[src/verilog/ctrl_pkg.sv]
package ctrl_pkg;

    typedef enum logic [3:0] {
        CLS_NONE,
        CLS_LUI,
        CLS_AUIPC,
        CLS_JAL,
        CLS_JALR,
        CLS_BRANCH,
        CLS_LOAD,
        CLS_STORE,
        CLS_OP_IMM,
        CLS_OP,
        CLS_FENCE,
        CLS_FENCE_I,
        CLS_SYSTEM, // ecall, ebreak, mret, wfi.
        CLS_CSR
    } instr_class_e;

    typedef enum logic [2:0] {
        IMM_NONE,
        IMM_I,
        IMM_S,
        IMM_B,
        IMM_U,
        IMM_J,
        IMM_SHAMT,
        IMM_ZIMM
    } imm_fmt_e;

    // same order as funct3 of OP.
    typedef enum logic [2:0] {
        ALU_ADD_SUB,
        ALU_SLL,
        ALU_SLT,
        ALU_SLTU,
        ALU_XOR,
        ALU_SRL_SRA,
        ALU_OR,
        ALU_AND
    } alu_op_e;

    typedef enum logic [1:0] {SRC1_REG, SRC1_PC, SRC1_ZERO} alu_src1_e;
    typedef enum logic [1:0] {SRC2_REG, SRC2_IMM, SRC2_FOUR} alu_src2_e;

    typedef enum logic [1:0] {WIDTH_BYTE, WIDTH_HALF, WIDTH_WORD} mem_width_e;

    // taken condition on the alu result.
    typedef enum logic [1:0] {
        BR_NEVER,
        BR_ZERO,
        BR_NON_ZERO,
        BR_ALWAYS
    } branch_op_e;

    typedef enum logic {PC_SRC_IMM, PC_SRC_REG} branch_pc_src_e;

    typedef enum logic [1:0] {CSR_RW, CSR_RS, CSR_RC} csr_write_op_e;

    typedef enum logic {CSR_SRC_REG, CSR_SRC_IMM} csr_src_e;

endpackage

[src/verilog/rv_isa_pkg.sv]
package rv_isa_pkg;

    typedef logic [31:0] instr_t;
    typedef logic [4:0]  reg_idx_t;
    typedef logic [6:0]  opcode_t;
    typedef logic [2:0]  funct3_t;
    typedef logic [6:0]  funct7_t;

    // major opcodes, low two bits always 11.
    localparam opcode_t OPC_LUI      = 7'b0110111;
    localparam opcode_t OPC_AUIPC    = 7'b0010111;
    localparam opcode_t OPC_JAL      = 7'b1101111;
    localparam opcode_t OPC_JALR     = 7'b1100111;
    localparam opcode_t OPC_BRANCH   = 7'b1100011;
    localparam opcode_t OPC_LOAD     = 7'b0000011;
    localparam opcode_t OPC_STORE    = 7'b0100011;
    localparam opcode_t OPC_OP_IMM   = 7'b0010011;
    localparam opcode_t OPC_OP       = 7'b0110011;
    localparam opcode_t OPC_MISC_MEM = 7'b0001111;
    localparam opcode_t OPC_SYSTEM   = 7'b1110011;

    localparam funct7_t F7_BASE = 7'b0000000;
    localparam funct7_t F7_ALT  = 7'b0100000; // sub and sra.

    // complete words of the funct3 = 0 system instructions.
    localparam instr_t ECALL_WORD  = 32'h0000_0073;
    localparam instr_t EBREAK_WORD = 32'h0010_0073;
    localparam instr_t MRET_WORD   = 32'h3020_0073;
    localparam instr_t WFI_WORD    = 32'h1050_0073;

    localparam logic [4:0] RD_LSB     = 5'd7;
    localparam logic [4:0] FUNCT3_LSB = 5'd12;
    localparam logic [4:0] RS1_LSB    = 5'd15;
    localparam logic [4:0] FUNCT7_LSB = 5'd25;

endpackage
[src/verilog/alu_ctrl_decoder.sv]
`timescale 1ns/1ns

module alu_ctrl_decoder (
    input  rv_isa_pkg::instr_t       instr,
    input  ctrl_pkg::instr_class_e   instr_class,
    output ctrl_pkg::alu_op_e        alu_op,
    output logic                     alu_sub_sra,
    output ctrl_pkg::alu_src1_e      alu_src1,
    output ctrl_pkg::alu_src2_e      alu_src2
);

    rv_isa_pkg::funct3_t funct3;
    rv_isa_pkg::funct7_t funct7;
    logic alt_form;
    logic is_slt;

    assign funct3 = instr[rv_isa_pkg::FUNCT3_LSB +: 3];
    assign funct7 = instr[rv_isa_pkg::FUNCT7_LSB +: 7];

    // addi carries immediate bits in funct7.
    assign alt_form = funct7 == rv_isa_pkg::F7_ALT
                   && (funct3 == 3'd5 || (funct3 == 3'd0 && instr_class == ctrl_pkg::CLS_OP));
    assign is_slt   = funct3[2:1] == 2'b01;

    always_comb begin
        alu_op      = ctrl_pkg::ALU_ADD_SUB;
        alu_sub_sra = 1'b0;
        alu_src1    = ctrl_pkg::SRC1_REG;
        alu_src2    = ctrl_pkg::SRC2_REG;
        case (instr_class)
            ctrl_pkg::CLS_LUI: begin
                alu_src1 = ctrl_pkg::SRC1_ZERO;
                alu_src2 = ctrl_pkg::SRC2_IMM;
            end
            ctrl_pkg::CLS_AUIPC: begin
                alu_src1 = ctrl_pkg::SRC1_PC;
                alu_src2 = ctrl_pkg::SRC2_IMM;
            end
            ctrl_pkg::CLS_JAL, ctrl_pkg::CLS_JALR: begin
                alu_src1 = ctrl_pkg::SRC1_PC; // link address.
                alu_src2 = ctrl_pkg::SRC2_FOUR;
            end
            ctrl_pkg::CLS_BRANCH: begin
                alu_sub_sra = 1'b1;
                case (funct3[2:1])
                    2'b10:   alu_op = ctrl_pkg::ALU_SLT;
                    2'b11:   alu_op = ctrl_pkg::ALU_SLTU;
                    default: alu_op = ctrl_pkg::ALU_ADD_SUB;
                endcase
            end
            ctrl_pkg::CLS_LOAD, ctrl_pkg::CLS_STORE: begin
                alu_src2 = ctrl_pkg::SRC2_IMM;
            end
            ctrl_pkg::CLS_OP_IMM: begin
                alu_op      = ctrl_pkg::alu_op_e'(funct3);
                alu_sub_sra = alt_form || is_slt;
                alu_src2    = ctrl_pkg::SRC2_IMM;
            end
            ctrl_pkg::CLS_OP: begin
                alu_op      = ctrl_pkg::alu_op_e'(funct3);
                alu_sub_sra = alt_form || is_slt;
            end
            default: ;
        endcase
    end

endmodule

[src/verilog/control_unit.sv]
`timescale 1ns/1ns

module control_unit (
    input  rv_isa_pkg::instr_t           instr,
    output logic                         valid,
    output logic                         rs1_read,
    output logic                         rs2_read,
    output logic                         rd_write,
    output ctrl_pkg::imm_fmt_e           imm_fmt,
    output ctrl_pkg::alu_op_e            alu_op,
    output logic                         alu_sub_sra,
    output ctrl_pkg::alu_src1_e          alu_src1,
    output ctrl_pkg::alu_src2_e          alu_src2,
    output logic                         mem_read,
    output logic                         mem_write,
    output ctrl_pkg::mem_width_e         mem_width,
    output logic                         mem_zero_extend,
    output logic                         mem_fence,
    output logic                         csr_read,
    output logic                         csr_write,
    output ctrl_pkg::csr_write_op_e      csr_write_op,
    output ctrl_pkg::csr_src_e           csr_src,
    output ctrl_pkg::branch_op_e         branch_op,
    output ctrl_pkg::branch_pc_src_e     branch_pc_src
);

    ctrl_pkg::instr_class_e instr_class;

    instr_class_decoder u_class (
        .instr         (instr),
        .csr_read      (csr_read),
        .instr_class   (instr_class),
        .valid         (valid),
        .rs1_read      (rs1_read),
        .rs2_read      (rs2_read),
        .rd_write      (rd_write),
        .mem_fence     (mem_fence),
        .imm_fmt       (imm_fmt),
        .branch_op     (branch_op),
        .branch_pc_src (branch_pc_src)
    );

    alu_ctrl_decoder u_alu (
        .instr       (instr),
        .instr_class (instr_class),
        .alu_op      (alu_op),
        .alu_sub_sra (alu_sub_sra),
        .alu_src1    (alu_src1),
        .alu_src2    (alu_src2)
    );

    mem_ctrl_decoder u_mem (
        .instr           (instr),
        .instr_class     (instr_class),
        .mem_read        (mem_read),
        .mem_write       (mem_write),
        .mem_zero_extend (mem_zero_extend),
        .mem_width       (mem_width)
    );

    csr_ctrl_decoder u_csr (
        .instr        (instr),
        .instr_class  (instr_class),
        .csr_read     (csr_read),
        .csr_write    (csr_write),
        .csr_write_op (csr_write_op),
        .csr_src      (csr_src)
    );

endmodule

[src/verilog/csr_ctrl_decoder.sv]
`timescale 1ns/1ns

module csr_ctrl_decoder (
    input  rv_isa_pkg::instr_t       instr,
    input  ctrl_pkg::instr_class_e   instr_class,
    output logic                     csr_read,
    output logic                     csr_write,
    output ctrl_pkg::csr_write_op_e  csr_write_op,
    output ctrl_pkg::csr_src_e       csr_src
);

    rv_isa_pkg::funct3_t  funct3;
    rv_isa_pkg::reg_idx_t rd;
    rv_isa_pkg::reg_idx_t rs1; // zimm in the immediate forms.
    logic is_csr;
    logic rw_form;

    assign funct3  = instr[rv_isa_pkg::FUNCT3_LSB +: 3];
    assign rd      = instr[rv_isa_pkg::RD_LSB +: 5];
    assign rs1     = instr[rv_isa_pkg::RS1_LSB +: 5];
    assign is_csr  = instr_class == ctrl_pkg::CLS_CSR;
    assign rw_form = funct3[1:0] == 2'b01;

    always_comb begin
        csr_read     = 1'b0;
        csr_write    = 1'b0;
        csr_write_op = ctrl_pkg::CSR_RW;
        csr_src      = ctrl_pkg::CSR_SRC_REG;
        if (is_csr) begin
            csr_write_op = ctrl_pkg::csr_write_op_e'(funct3[1:0] - 2'd1);
            csr_src      = funct3[2] ? ctrl_pkg::CSR_SRC_IMM : ctrl_pkg::CSR_SRC_REG;
            if (rw_form) begin
                csr_read  = rd != 5'd0; // no read side effects for rd = x0.
                csr_write = 1'b1;
            end else begin
                csr_read  = 1'b1;
                csr_write = rs1 != 5'd0; // set/clear with zero mask writes nothing.
            end
        end
    end

endmodule

[src/verilog/instr_class_decoder.sv]
`timescale 1ns/1ns

module instr_class_decoder (
    input  rv_isa_pkg::instr_t           instr,
    input  logic                         csr_read,
    output ctrl_pkg::instr_class_e       instr_class,
    output logic                         valid,
    output logic                         rs1_read,
    output logic                         rs2_read,
    output logic                         rd_write,
    output logic                         mem_fence,
    output ctrl_pkg::imm_fmt_e           imm_fmt,
    output ctrl_pkg::branch_op_e         branch_op,
    output ctrl_pkg::branch_pc_src_e     branch_pc_src
);

    rv_isa_pkg::opcode_t opcode;
    rv_isa_pkg::funct3_t funct3;
    rv_isa_pkg::funct7_t funct7;
    logic f7_base;
    logic f7_alt;
    logic op_ok;
    logic op_imm_ok;
    logic sys_word;

    assign opcode  = instr[6:0];
    assign funct3  = instr[rv_isa_pkg::FUNCT3_LSB +: 3];
    assign funct7  = instr[rv_isa_pkg::FUNCT7_LSB +: 7];
    assign f7_base = funct7 == rv_isa_pkg::F7_BASE;
    assign f7_alt  = funct7 == rv_isa_pkg::F7_ALT;

    // alt form only for add/sub and srl/sra.
    assign op_ok = f7_base || (f7_alt && (funct3 == 3'd0 || funct3 == 3'd5));

    always_comb begin
        case (funct3)
            3'd1:    op_imm_ok = f7_base; // slli.
            3'd5:    op_imm_ok = f7_base || f7_alt; // srli, srai.
            default: op_imm_ok = 1'b1;
        endcase
    end

    assign sys_word = instr == rv_isa_pkg::ECALL_WORD || instr == rv_isa_pkg::EBREAK_WORD
                   || instr == rv_isa_pkg::MRET_WORD || instr == rv_isa_pkg::WFI_WORD;

    always_comb begin
        instr_class = ctrl_pkg::CLS_NONE;
        case (opcode)
            rv_isa_pkg::OPC_LUI:   instr_class = ctrl_pkg::CLS_LUI;
            rv_isa_pkg::OPC_AUIPC: instr_class = ctrl_pkg::CLS_AUIPC;
            rv_isa_pkg::OPC_JAL:   instr_class = ctrl_pkg::CLS_JAL;
            rv_isa_pkg::OPC_JALR: begin
                if (funct3 == 3'd0) instr_class = ctrl_pkg::CLS_JALR;
            end
            rv_isa_pkg::OPC_BRANCH: begin
                if (funct3[2:1] != 2'b01) instr_class = ctrl_pkg::CLS_BRANCH;
            end
            rv_isa_pkg::OPC_LOAD: begin
                if (funct3 != 3'd3 && funct3 < 3'd6) instr_class = ctrl_pkg::CLS_LOAD;
            end
            rv_isa_pkg::OPC_STORE: begin
                if (funct3 < 3'd3) instr_class = ctrl_pkg::CLS_STORE;
            end
            rv_isa_pkg::OPC_OP_IMM: begin
                if (op_imm_ok) instr_class = ctrl_pkg::CLS_OP_IMM;
            end
            rv_isa_pkg::OPC_OP: begin
                if (op_ok) instr_class = ctrl_pkg::CLS_OP;
            end
            rv_isa_pkg::OPC_MISC_MEM: begin
                if (funct3 == 3'd0) instr_class = ctrl_pkg::CLS_FENCE;
                else if (funct3 == 3'd1) instr_class = ctrl_pkg::CLS_FENCE_I;
            end
            rv_isa_pkg::OPC_SYSTEM: begin
                if (funct3 == 3'd0) begin
                    if (sys_word) instr_class = ctrl_pkg::CLS_SYSTEM;
                end else if (funct3 != 3'd4) begin
                    instr_class = ctrl_pkg::CLS_CSR;
                end
            end
            default: ;
        endcase
    end

    always_comb begin
        rs1_read      = 1'b0;
        rs2_read      = 1'b0;
        rd_write      = 1'b0;
        imm_fmt       = ctrl_pkg::IMM_NONE;
        branch_op     = ctrl_pkg::BR_NEVER;
        branch_pc_src = ctrl_pkg::PC_SRC_IMM;
        case (instr_class)
            ctrl_pkg::CLS_LUI, ctrl_pkg::CLS_AUIPC: begin
                rd_write = 1'b1;
                imm_fmt  = ctrl_pkg::IMM_U;
            end
            ctrl_pkg::CLS_JAL: begin
                rd_write  = 1'b1;
                imm_fmt   = ctrl_pkg::IMM_J;
                branch_op = ctrl_pkg::BR_ALWAYS;
            end
            ctrl_pkg::CLS_JALR: begin
                rs1_read      = 1'b1;
                rd_write      = 1'b1;
                imm_fmt       = ctrl_pkg::IMM_I;
                branch_op     = ctrl_pkg::BR_ALWAYS;
                branch_pc_src = ctrl_pkg::PC_SRC_REG;
            end
            ctrl_pkg::CLS_BRANCH: begin
                rs1_read  = 1'b1;
                rs2_read  = 1'b1;
                imm_fmt   = ctrl_pkg::IMM_B;
                // bne, blt, bltu take on a non-zero compare.
                branch_op = (funct3[0] ^ funct3[2]) ? ctrl_pkg::BR_NON_ZERO : ctrl_pkg::BR_ZERO;
            end
            ctrl_pkg::CLS_LOAD: begin
                rs1_read = 1'b1;
                rd_write = 1'b1;
                imm_fmt  = ctrl_pkg::IMM_I;
            end
            ctrl_pkg::CLS_STORE: begin
                rs1_read = 1'b1;
                rs2_read = 1'b1;
                imm_fmt  = ctrl_pkg::IMM_S;
            end
            ctrl_pkg::CLS_OP_IMM: begin
                rs1_read = 1'b1;
                rd_write = 1'b1;
                imm_fmt  = (funct3[1:0] == 2'b01) ? ctrl_pkg::IMM_SHAMT : ctrl_pkg::IMM_I;
            end
            ctrl_pkg::CLS_OP: begin
                rs1_read = 1'b1;
                rs2_read = 1'b1;
                rd_write = 1'b1;
            end
            ctrl_pkg::CLS_CSR: begin
                rs1_read = !funct3[2]; // register form.
                rd_write = csr_read;
                imm_fmt  = funct3[2] ? ctrl_pkg::IMM_ZIMM : ctrl_pkg::IMM_NONE;
            end
            default: ;
        endcase
    end

    assign valid     = instr_class != ctrl_pkg::CLS_NONE;
    assign mem_fence = instr_class == ctrl_pkg::CLS_FENCE_I;

endmodule

[src/verilog/mem_ctrl_decoder.sv]
`timescale 1ns/1ns

module mem_ctrl_decoder (
    input  rv_isa_pkg::instr_t       instr,
    input  ctrl_pkg::instr_class_e   instr_class,
    output logic                     mem_read,
    output logic                     mem_write,
    output logic                     mem_zero_extend,
    output ctrl_pkg::mem_width_e     mem_width
);

    rv_isa_pkg::funct3_t funct3;

    assign funct3 = instr[rv_isa_pkg::FUNCT3_LSB +: 3];

    assign mem_read  = instr_class == ctrl_pkg::CLS_LOAD;
    assign mem_write = instr_class == ctrl_pkg::CLS_STORE;

    // lbu and lhu.
    assign mem_zero_extend = mem_read && funct3[2];

    assign mem_width = (mem_read || mem_write) ? ctrl_pkg::mem_width_e'(funct3[1:0])
                                               : ctrl_pkg::WIDTH_BYTE;

endmodule

[config.mk]
export PLATFORM = sky130hd
export DESIGN_NAME = control_unit
export DESIGN_NICKNAME = d
export VERILOG_FILES = /design/src/verilog/ctrl_pkg.sv /design/src/verilog/rv_isa_pkg.sv /design/src/verilog/alu_ctrl_decoder.sv /design/src/verilog/control_unit.sv /design/src/verilog/csr_ctrl_decoder.sv /design/src/verilog/instr_class_decoder.sv /design/src/verilog/mem_ctrl_decoder.sv
export SDC_FILE = /design/constraint.sdc
export NUM_CORES = 1
export LEC_CHECK = 0
export BUFFER_PORTS_ARGS = -buffer_cell sky130_fd_sc_hd__buf_4
export CORE_MARGIN = 2
export CORE_UTILIZATION = 40
export DETAILED_ROUTE_END_ITERATION = 8
export GPL_ROUTABILITY_DRIVEN = 0
export PLACE_DENSITY = 0.87
export SETUP_SLACK_MARGIN = 0.5
export SYNTH_ARGS = -nofsm -noshare
export SYNTH_HDL_FRONTEND = slang
export SYNTH_SLANG_ARGS = --single-unit
[constraint.sdc]
create_clock -name vclk -period 4.8
set_input_delay 0.24 -clock vclk [all_inputs]
set_output_delay 0.24 -clock vclk [all_outputs]
set_load 0.05 [all_outputs]
* After elaboration in Yosys (flattened, before gate mapping)
Index checks and enable logic that the tools add are counted.
** Storage, ports and cells
- Bits of input ports :: 32
- Memory bits (read-only) :: 0
- Bits in latches :: 0
- Word-level logic and storage cells :: 104
- Output and inout port bits :: 29
- RAM bits :: 0
- Memories :: 0
- Bits in registers :: 0
** Operators by class
- Div/mod/pow operators :: 0
- Multipliers :: 0
- $add $sub $neg :: 1
- Shifts and indexed selects :: 0
- Reductions and logical operators :: 29
- Magnitude comparators :: 2
- Mux-type cells :: 35
- Bitwise operators :: 1
- Equal/unequal tests :: 36
** Operators by type and width (number)
- 4-bit case mux with 11 select lines :: 1
- 32-bit by 21-bit == test with 1-bit output (second input constant) :: 1
- 32-bit by 29-bit == test with 1-bit output (second input constant) :: 1
- 32-bit by 30-bit == test with 1-bit output (second input constant) :: 1
- 32-bit by 7-bit == test with 1-bit output (second input constant) :: 1
- 7-bit by 6-bit == test with 1-bit output (second input constant) :: 4
- 7-bit == test (second input constant) :: 4
- 4-bit 2-to-1 mux :: 7
- 3-bit case mux with 7 select lines :: 1
- 3-bit 2-to-1 mux :: 6
- 4-bit by 3-bit == test with 1-bit output (second input constant) :: 4
- 4-bit == test (second input constant) :: 4
- 2-bit case mux with 2 select lines :: 4
- 7-bit by 5-bit == test with 1-bit output (second input constant) :: 2
- 5-bit nonzero test :: 2
- 1-bit logical OR :: 9
- 4-bit by 2-bit == test with 1-bit output (second input constant) :: 2
- 1-bit 2-to-1 mux :: 8
- 1-bit case mux with 2 select lines :: 4
- 2-bit OR reduction :: 4
- 7-bit by 2-bit == test with 1-bit output (second input constant) :: 1
- 7-bit by 4-bit == test with 1-bit output (second input constant) :: 1
- 7-bit zero test :: 1
- 7-bit OR reduction :: 1
- other kinds (21) :: 30

* Depth between registers and ports, before layout
Gate-level depths: netlist of the first run.
- Depth in word-level cells :: 13
- Gate-level depth with buffers :: 8
- Mapped depth without buffers :: 7

* Cells and area by module
From an unflattened synthesis of the first run, not the netlist that was laid out.
** Unflattened totals
- Cells, all modules :: 150
- Area total of the unflattened synthesis :: 1018.5 µm²
** By module, submodules not included
- instr_class_decoder :: cells an instance 98, times used 1, area each 640.6 µm², sequential area each 0.0 µm²
- alu_ctrl_decoder :: cells an instance 31, times used 1, area each 212.7 µm², sequential area each 0.0 µm²
- csr_ctrl_decoder :: cells an instance 14, times used 1, area each 96.3 µm², sequential area each 0.0 µm²
- mem_ctrl_decoder :: cells an instance 7, times used 1, area each 68.8 µm², sequential area each 0.0 µm²

* Least setup slack after synthesis of the first run
OpenSTA, ideal clock, no wires.
- Path type :: in2out
- Start :: in instr[13]
- End :: out rd_write
- Data required time :: 4.560 ns
- Buffers on the path :: 1
- Arrival time :: 2.364 ns
- Slack :: 2.196 ns
- Cell stages on the path :: 8
- Cells stage by stage :: inv_1 ha_1 nand4b_1 or2_1 buf_2 a21oi_1 nor4_1 nand3_1
** Between the ends
- Longest elaborated chain between the ends :: 10
- Elaborated cells on any way between the ends :: 45
- Those cells by class :: order compare (2); eq/ne (18); mux (16); reduce/logical (9)
** RTL lines
- start: declaration :: line control_unit.sv:4 : input rv_isa_pkg::instr_t instr,
- 32-bit by 7-bit == test with 1-bit output / 32-bit by 21-bit == test with 1-bit output (equally long branches) :: line instr_class_decoder.sv:43 : assign sys_word = instr == rv_isa_pkg::ECALL_WORD || instr == rv_isa_pkg::EBREAK_WORD
- 1-bit logical OR :: line instr_class_decoder.sv:43
- 1-bit logical OR (2 in series) :: line instr_class_decoder.sv:44 : || instr == rv_isa_pkg::MRET_WORD || instr == rv_isa_pkg::WFI_WORD;
- 4-bit 2-to-1 mux :: line instr_class_decoder.sv:76 : if (sys_word) instr_class = ctrl_pkg::CLS_SYSTEM;
- 4-bit 2-to-1 mux :: line instr_class_decoder.sv:75 : if (funct3 == 3'd0) begin
- 4-bit case mux with 11 select lines :: line instr_class_decoder.sv:48 : case (opcode)
- 4-bit == test :: line csr_ctrl_decoder.sv:21 : assign is_csr = instr_class == ctrl_pkg::CLS_CSR;
- 1-bit 2-to-1 mux (*) :: line csr_ctrl_decoder.sv:29 : if (is_csr) begin
- net csr_read :: line control_unit.sv:19 : output logic csr_read,
- 1-bit case mux with 2 select lines (*) :: line instr_class_decoder.sv:92 : case (instr_class)
- end: declaration :: line control_unit.sv:8 : output logic rd_write,
The timed path passes the listed nets; every way through them passes the cells marked *.

* Worst setup path in the final report of the first run
- Start :: in instr[13]
- End :: out alu_op[0]
** Between the ends
- Longest elaborated chain between the ends :: 10
- Elaborated cells on any way between the ends :: 40
- Those cells by class :: order compare (2); eq/ne (14); mux (15); reduce/logical (9)
** RTL lines
- 32-bit by 7-bit == test with 1-bit output / 32-bit by 21-bit == test with 1-bit output (equally long branches) :: line instr_class_decoder.sv:43
- 1-bit logical OR :: line instr_class_decoder.sv:43
- 1-bit logical OR (2 in series) :: line instr_class_decoder.sv:44
- 4-bit 2-to-1 mux :: line instr_class_decoder.sv:76
- 4-bit 2-to-1 mux :: line instr_class_decoder.sv:75
- 4-bit case mux with 11 select lines :: line instr_class_decoder.sv:48
- 4-bit == test :: line alu_ctrl_decoder.sv:30 : case (instr_class)
- 2-bit OR reduction (no line)
- 3-bit case mux with 2 select lines (*) :: line alu_ctrl_decoder.sv:30
- end: declaration :: line control_unit.sv:10 : output ctrl_pkg::alu_op_e alu_op,
Mark *: on every way between the ends. The rest lies on a longest branch, timed or not.

==> results.cfg, run 1 <==
[status]
status = completed

[synthesis]
ys_seq_area_share_pct = 0
syn_area_um2 = 861
synth_warnings = 0
synthesis.nets = 163
synth_area_per_cell_um2 = 6.78
syn_inst = 127
synth_cell_types = 55

[setup_path]
critPathLaunchType = input port
cp-end-kind = output port
cp.arrival_ps = 2250
worstPathMaxFanout = 7
cp.required_ps = 4560
critPathKind = in2out

[drt]
drt-pass1-iter-count = 4
drtAntennaViolNets = 0
drt_iter0_markers = 49
avgRoutedWirePerCell_um = 14.7
viasPerCell = 5.93
wirelength_um = 3080
vias = 1239
drc_errors = 0

[cells_and_area]
final_cells = 209
nClkBuffers = 0
stdcell_area_um2 = 1310
final_nets = 220
antenna_cells = 0
regArea_um2 = 0
syn2layout_area_growth_pct = 52.3
layout-drive-gt1-share_pct = 40.1
n_fill_cell = 193
final_util_pct = 65.5
sequential_cell_total = 0

[grt]
grt_pass1_vias = 1130
grt_max_degree = 16
antenna_found_initial = 0
overflow = 0
track_usage_pct = 23.9
grt_pass1_wl_um = 5000

[cts]
post_cts_buffers = 0
ctsResizeCount = 0
holdBufCountCts = 0

[placement]
place_hpwl_um = 2540
placed_cell_area_um2 = 1310
pre_cts_ws_ps = 2370
io_buffer_count = 61
dp_cells = 209

[timing]
hold_viol = 0
post-route-period-util_pct = 52.0
fin_tns_setup_ps = 0
fmax_ghz = 0.401
slew_headroom_pct = 61.9
rsz0062_at_grt = no
setup_viol = 0
drv_slew = 0
min_period_ps = 2490
holdWs_ps = 851
fin_ws_ps = 2310
tightest_slew_ps = 567

[die]
dieArea_um2 = 2540
dieWidth_um = 50.4
dieHeight_um = 50.4
io_pins = 61
rows = 16
start_util_pct = 43.0
core-area_um2 = 2000

[flow_run]
maxCapViolCount = 0

[power]
leakagePower_nw = 0.630
power_mw = 0.0743
power_density_nw_per_um2 = 56.7
irDropWorstVdd_mv = 0.0409

[min_path]
hold_class = in2out
-- cells in the final DEF (no fill, tap or decap), types with 2 or more instances in the layout --
master	n
buf_4	61
nor2_1	16
nand2_1	10
a21oi_1	7
nor3_1	7
inv_1	6
o21ai_0	4
nor4_1	4
nand2b_1	4
nand4_1	4
ha_1	4
nor2b_1	3
and2_1	3
nand3b_1	3
o21a_1	2
or2_1	2
o21ai_1	2
or4_1	2
nand3_1	2
o41ai_1	2
a31oi_1	2
nor4bb_1	2
-- cell type report --
cell class / instances / area (µm²) / share of cell area [%]
inverters: 6 / 22.5 / 1.72
multi-input cells: 115 / 797 / 60.8
well taps: 27 / 33.8 / 2.58
repair buffers: 61 / 458 / 34.9
-- power breakdown --
part / switching [mW] / total, mW / internal (mW) / leakage [nW]
sequential: 0 / 0 / 0 / 0
clock: 0 / 0 / 0 / 0
combinational: 0.0414 / 0.0743 / 0.0329 / 0.630
total: 0.0414 / 0.0743 / 0.0329 / 0.630
-- cell families after synthesis --
family	Yosys count	share of synthesized area, %
AO/OA/AOI/OAI	29	24.6
XOR/XNOR	1	1.02
adder cells (fa/ha/maj)	4	5.81
buffers and inverters	12	7.41
multiplexers	1	1.16
AND/OR/NAND/NOR	80	60.0
-- critical path, stage by stage --
cell and delay, ps:
buf_4 140, inv_1 140, ha_1 290, nor2b_1 250
and4b_1 230, nor4b_2 270, o21ai_1 240, o32ai_1 200
buf_4 250
-- metal layers --
metal / wire length (µm) / vias to the layer above / GRT usage (%)
li1: - / 600 / -
met1: 1210 / 558 / 31.4
met2: 1490 / 79 / 42.3
met3: 361 / 2 / 2.68
met4: 17 / 0 / 3.60
met5: 0 / - / 0
-- path summary, 6_finish.rpt --
path | start | end | slack (ps) | depth (start not counted)
setup / recovery | instr[13] | alu_op[0] | 2310 | 9
hold / removal | instr[13] | mem_write | 850 | 3
-- synth_stat cells (2+ instances only) --
| cell type | instances | area share [%] |
|---|---|---|
| nor4bb_1 | 2 | 2.3 |
| or4_1 | 2 | 1.7 |
| nor4_1 | 4 | 2.9 |
| and2_1 | 3 | 2.2 |
| nor3_1 | 7 | 4.1 |
| inv_1 | 6 | 2.6 |
| nand4_1 | 4 | 2.9 |
| nor2_1 | 16 | 7.0 |
| a21oi_1 | 7 | 4.1 |
| or2_1 | 2 | 1.5 |
| ha_1 | 4 | 5.8 |
| nand3b_1 | 3 | 2.6 |
| o41ai_1 | 2 | 2.0 |
| buf_2 | 2 | 1.2 |
| nand3_1 | 2 | 1.2 |
| nand2b_1 | 4 | 2.9 |
| nor2b_1 | 3 | 2.2 |
| o21a_1 | 2 | 1.7 |
| o21ai_1 | 2 | 1.2 |
| a31oi_1 | 2 | 1.5 |
| buf_4 | 2 | 1.7 |
| o21ai_0 | 4 | 2.3 |
| nand2_1 | 10 | 4.4 |
Note: power is estimated with default switching activity, not from simulation.
==> run 2: changes to the inputs <==
--- a/config.mk
+++ b/config.mk
@@ -10,7 +10,7 @@
 export CORE_UTILIZATION = 40
 export DETAILED_ROUTE_END_ITERATION = 8
 export GPL_ROUTABILITY_DRIVEN = 0
-export PLACE_DENSITY = 0.87
+export PLACE_DENSITY = 0.9
 export SETUP_SLACK_MARGIN = 0.5
 export SYNTH_ARGS = -nofsm -noshare
 export SYNTH_HDL_FRONTEND = slang
==> constraint.sdc (replaced) <==
create_clock -name vclk -period 2
set_input_delay 0.1 -clock vclk [all_inputs]
set_output_delay 0.1 -clock vclk [all_outputs]
set_load 0.05 [all_outputs]
==> results.cfg, run 2 (synthesis results as in run 1) <==
[timing]
min_period_ps = 2110
fin_tns_setup_ps = -314
tightest_slew_ps = 652
slew_headroom_pct = 56.4
holdWs_ps = 654
setup_viol = 4
fin_ws_ps = -110
post-route-period-util_pct = 106
rsz0062_at_grt = yes
hold_viol = 0
fmax_ghz = 0.474
drv_slew = 0

[placement]
io_buffer_count = 61
placed_cell_area_um2 = 1520
place_hpwl_um = 2730

[grt]
grt_max_degree = 16
track_usage_pct = 37.5
grt_pass1_wl_um = 7400
grt_pass1_vias = 1496
overflow = 0
antenna_found_initial = 0

[setup_path]
cp-end-kind = output port
cp.arrival_ps = 2010
cp.required_ps = 1900
worstPathMaxFanout = 15
critPathLaunchType = input port
critPathKind = in2out

[power]
power_mw = 0.277
irDropWorstVdd_mv = 0.131
power_density_nw_per_um2 = 144
leakagePower_nw = 0.817

[cells_and_area]
stdcell_area_um2 = 1930
final_common_cell = buf_4
final_util_pct = 96.3
final_nets = 244
multi_input_area_um2 = 1080
sequential_cell_total = 0
antenna_cells = 0
regArea_um2 = 0
syn2layout_area_growth_pct = 124
nClkBuffers = 0
n_fill_cell = 38
final_cell_mix = 57 x buf_4, 17 x buf_6, 11 x nor2_1, 10 x buf_8, 7 x nand2_1
layout-drive-gt1-share_pct = 66.5

[min_path]
hold_depth = 4
hold_class = in2out

[status]
status = finished with violations
violations = negative setup slack

[drt]
vias = 1767
drc_errors = 0
drt-pass1-iter-count = 5
avgRoutedWirePerCell_um = 28.2
wirelength_um = 6580
viasPerCell = 7.58
drt_iter0_markers = 197
drtAntennaViolNets = 0

[die]
dieHeight_um = 50.4
dieArea_um2 = 2540
rows = 16
dieWidth_um = 50.4
io_pins = 61
start_util_pct = 43.0
core-area_um2 = 2000

[cts]
holdBufCountCts = 0

[flow_run]
maxCapViolCount = 0
==> run 2: cell types whose count changed in the layout (fill, tap and decap cells not counted), sizes merged <==
cell,delta
buf,+24
clkinvlp,+1
inv,-1
==> run 2: critical path, cell delays in order <==
cell and delay [ps]:
buf_4 190, nor4b_1 590, nand2_1 220, a21oi_1 290, nand4b_4 250, o211ai_1 140
buf_4 220
==> run 2: stage by stage <==
stage	std cells	worst slack, ps
after CTS	230	89.5
final	233	-110
after global placement	218	78.6
after global routing	233	-113
after floorplan	127	118
after detailed placement	218	-7.70
==> run 2: final cells by class <==
cell class	instances	area share, %
multi-input combinational	115	55.9
inverter	6	1.36
timing repair buffer	85	40.9
tap	27	1.75
==> run 2: timing repair <==
action	in CTS	in global routing
endpoints found under the setup margin	24	27
resized for setup	47	21
buffers inserted	12	3
pin swaps	14	5
==> run 2: power by group <==
| group | total (mW) | internal, mW | switching [mW] | leakage [nW] |
|---|---|---|---|---|
| registers | 0 | 0 | 0 | 0 |
| clock network | 0 | 0 | 0 | 0 |
| logic | 0.277 | 0.116 | 0.162 | 0.817 |
==> run 2: final timing paths <==
kind	endpoint	startpoint	slack, ps
hold / removal	mem_write	instr[13]	650
setup / recovery	branch_op[0]	instr[14]	-110
==> run 2: routing by layer <==
| layer | global-route usage (%) | up-vias | wire length [µm] |
|---|---|---|---|
| met5 | 0 | - | 0 |
| met4 | 16.7 | 0 | 765 |
| li1 | - | 643 | - |
| met1 | 43.3 | 762 | 2070 |
| met2 | 68.6 | 255 | 2850 |
| met3 | 4.17 | 107 | 905 |
==> run 3: changes to the inputs <==
--- a/config.mk
+++ b/config.mk
@@ -10,7 +10,9 @@
 export CORE_UTILIZATION = 40
 export DETAILED_ROUTE_END_ITERATION = 8
 export GPL_ROUTABILITY_DRIVEN = 0
+export GPL_TIMING_DRIVEN = 0
 export PLACE_DENSITY = 0.9
+export RECOVER_POWER = 50
 export SETUP_SLACK_MARGIN = 0.5
 export SYNTH_ARGS = -nofsm -noshare
 export SYNTH_HDL_FRONTEND = slang
==> results.cfg, run 3 <==
[placement]
io_buffer_count = 60
placed_cell_area_um2 = 1500
place_hpwl_um = 2770
pre_cts_ws_ps = -118

[die]
rows = 16
io_pins = 61
dieHeight_um = 50.4
start_util_pct = 43.0
dieWidth_um = 50.4

[synthesis]
synth_top_family_by_area = simple AND/OR/NAND/NOR gates
synth_top_cell_by_area = nor2_1
muxShareOfSynthArea_pct = 1.16
synth_xor_area_share_pct = 1.02
yosys-top-cells-area = nor2_1 7.0%, ha_1 5.8%, nand2_1 4.4%
synth_area_per_cell_um2 = 6.78
synth.most_common_cell = nor2_1
synth_commonest_cells = 16 x nor2_1, 10 x nand2_1, 7 x a21oi_1, 7 x nor3_1, 6 x inv_1
syn_inst = 127
ys_seq_area_share_pct = 0
syn_area_um2 = 861
yosys.area_share.adder_pct = 5.81
synth_cell_types = 55
synthesis.nets = 163
synth-compound-area-share_pct = 24.6
synth_warnings = 0
synth-simple-area-share_pct = 60.0
synth_top_area_share_pct = 6.98

[cts]
holdBufCountCts = 0
ctsResizeCount = 76
post_cts_buffers = 18

[status]
error_line = [ERROR DPL-0033] detailed placement checks failed during check placement.
status = aborted with a tool error
stop_stage = 4_1_cts
run 3: cell counts after synthesis:
No cell type changed its count.
run 3: metrics by stage:
stage               instances  utilization [%]
detailed placement        214             74.8
floorplan                 127                -
global placement          214             74.8
run 3: logic make-up after synthesis:
kind of cell / after synthesis
simple gates: 80
fa+ha+maj: 4
xor+xnor: 1
mux: 1
compound gates: 29
buf+inv: 12
==> run 4: changes to the inputs <==
--- a/config.mk
+++ b/config.mk
@@ -6,14 +6,13 @@
 export NUM_CORES = 1
 export LEC_CHECK = 0
 export BUFFER_PORTS_ARGS = -buffer_cell sky130_fd_sc_hd__buf_4
-export CORE_MARGIN = 2
-export CORE_UTILIZATION = 40
+export CORE_AREA = 2 2 63 65
 export DETAILED_ROUTE_END_ITERATION = 8
+export DIE_AREA = 0 0 65 67
 export GPL_ROUTABILITY_DRIVEN = 0
 export GPL_TIMING_DRIVEN = 0
-export PLACE_DENSITY = 0.9
+export PLACE_DENSITY_LB_ADDON = 0.15
 export RECOVER_POWER = 50
-export SETUP_SLACK_MARGIN = 0.5
 export SYNTH_ARGS = -nofsm -noshare
 export SYNTH_HDL_FRONTEND = slang
 export SYNTH_SLANG_ARGS = --single-unit
==> constraint.sdc (replaced) <==
create_clock -name vclk -period 2.6
set_input_delay 0.13 -clock vclk [all_inputs]
set_output_delay 0.13 -clock vclk [all_outputs]
set_load 0.05 [all_outputs]
==> results.cfg, run 4 (synthesis results as in run 1) <==
[status]
status = completed

[drt]
wirelength_um = 3360
drt-pass1-iter-count = 4
drc_errors = 0
avgRoutedWirePerCell_um = 14.3
vias = 1197
viasPerCell = 5.09
drtAntennaViolNets = 0
drt_iter0_markers = 36

[placement]
io_buffer_count = 60
placed_cell_area_um2 = 1370
place_hpwl_um = 2800
pre_cts_ws_ps = 319
dp_cells = 235

[die]
dieWidth_um = 65
core-area_um2 = 3610
dieHeight_um = 67
io_pins = 61
dieArea_um2 = 4360
rows = 22
start_util_pct = 23.9

[grt]
grt_pass1_vias = 1150
antenna_found_initial = 0
grtUsageMet1_pct = 19.7
grt_pass1_wl_um = 5330
grt_max_degree = 11
use_met2_pct = 28.1
overflow = 0
grtUsageMet3_pct = 1.52
busiest_layer = met2
track_usage_pct = 15.2

[timing]
min_period_ps = 2260
rsz0062_at_grt = no
slew_headroom_pct = 59.5
post-route-period-util_pct = 86.9
tightest_slew_ps = 611
setup_viol = 0
fmax_ghz = 0.443
drv_slew = 0
hold_viol = 0
fin_ws_ps = 342
fin_tns_setup_ps = 0

[setup_path]
worstPathMaxFanout = 7
cp-end-kind = output port
critPathLaunchType = input port
critPathKind = in2out
cp.arrival_ps = 2130
cp.required_ps = 2470

[cells_and_area]
regArea_um2 = 0
final_cell_mix = 49 x buf_4, 16 x nor2_1, 13 x clkbuf_1, 10 x nand2_1
final_nets = 225
antenna_cells = 0
final_common_cell = buf_4
layout-drive-gt1-share_pct = 34.8
final_util_pct = 36.7
sequential_cell_total = 0
stdcell_area_um2 = 1320
nClkBuffers = 0
final_cells = 235
syn2layout_area_growth_pct = 53.6

[min_path]
hold_depth = 3
hold_class = in2out
whs_endpoint = mem_width[1]
holdCritStartpoint = instr[13]

[power]
intPower_mw = 0.0629
irDropWorstVdd_mv = 0.0308
pwr-share-seq_pct = 0
leakagePower_nw = 0.595
p_switching_mw = 0.0777
pwr-share-clk_pct = 0
p_comb_share_pct = 100.0
power_density_nw_per_um2 = 106
swShare_pct = 55.3

[cts]
post_cts_buffers = 0
ctsResizeCount = 0
holdBufCountCts = 0

[flow_run]
maxCapViolCount = 0
## run 4: layout make-up
cell class / count / area, µm²
Fill cell: 419 / 2280
Inverter: 6 / 22.5
Timing Repair Buffer: 60 / 402
Tap cell: 48 / 60.1
Multi-Input combinational cell: 115 / 797
Buffer: 6 / 41.3
## run 4: stage by stage
step | hold WS [ps] | power (mW)
finish | 702 | 0.141
global placement | 625 | 0.139
global route | 742 | 0.153
floorplan | 436 | 0.0723
CTS | 629 | 0.141
detailed placement | 626 | 0.141
## run 4: routing by layer
| layer | vias to the layer above | wire length (µm) |
|---|---|---|
| met5 | - | 0 |
| li1 | 609 | - |
| met4 | 0 | 10 |
| met1 | 546 | 1440 |
| met2 | 40 | 1710 |
| met3 | 2 | 190 |
## run 4: worst max path at each step
stage	from	endpoint	slack (ps)	cells after the start
floorplan	instr[13]	rd_write	220	8
global placement	instr[13]	alu_sub_sra	360	9
detailed placement	instr[13]	alu_sub_sra	320	9
CTS	instr[13]	alu_sub_sra	310	9
global route	instr[13]	alu_op[1]	90	9
finish	instr[13]	alu_op[1]	340	9
## run 4: critical path, stage by stage
cell     delay [ps]
buf_4           140
inv_1           130
ha_1            310
nor2b_1         250
and4b_1         230
nor4b_2         270
o21ai_1         230
o22ai_1         200
buf_4           230
## run 4: power groups by stage
| stage | clock (mW) | sequential (mW) | combinational [mW] |
|---|---|---|---|
| global placement | 0 | 0 | 0.139 |
| CTS | 0 | 0 | 0.141 |
| global route | 0 | 0 | 0.153 |
| finish | 0 | 0 | 0.141 |
| floorplan | 0 | 0 | 0.0723 |
| detailed placement | 0 | 0 | 0.141 |
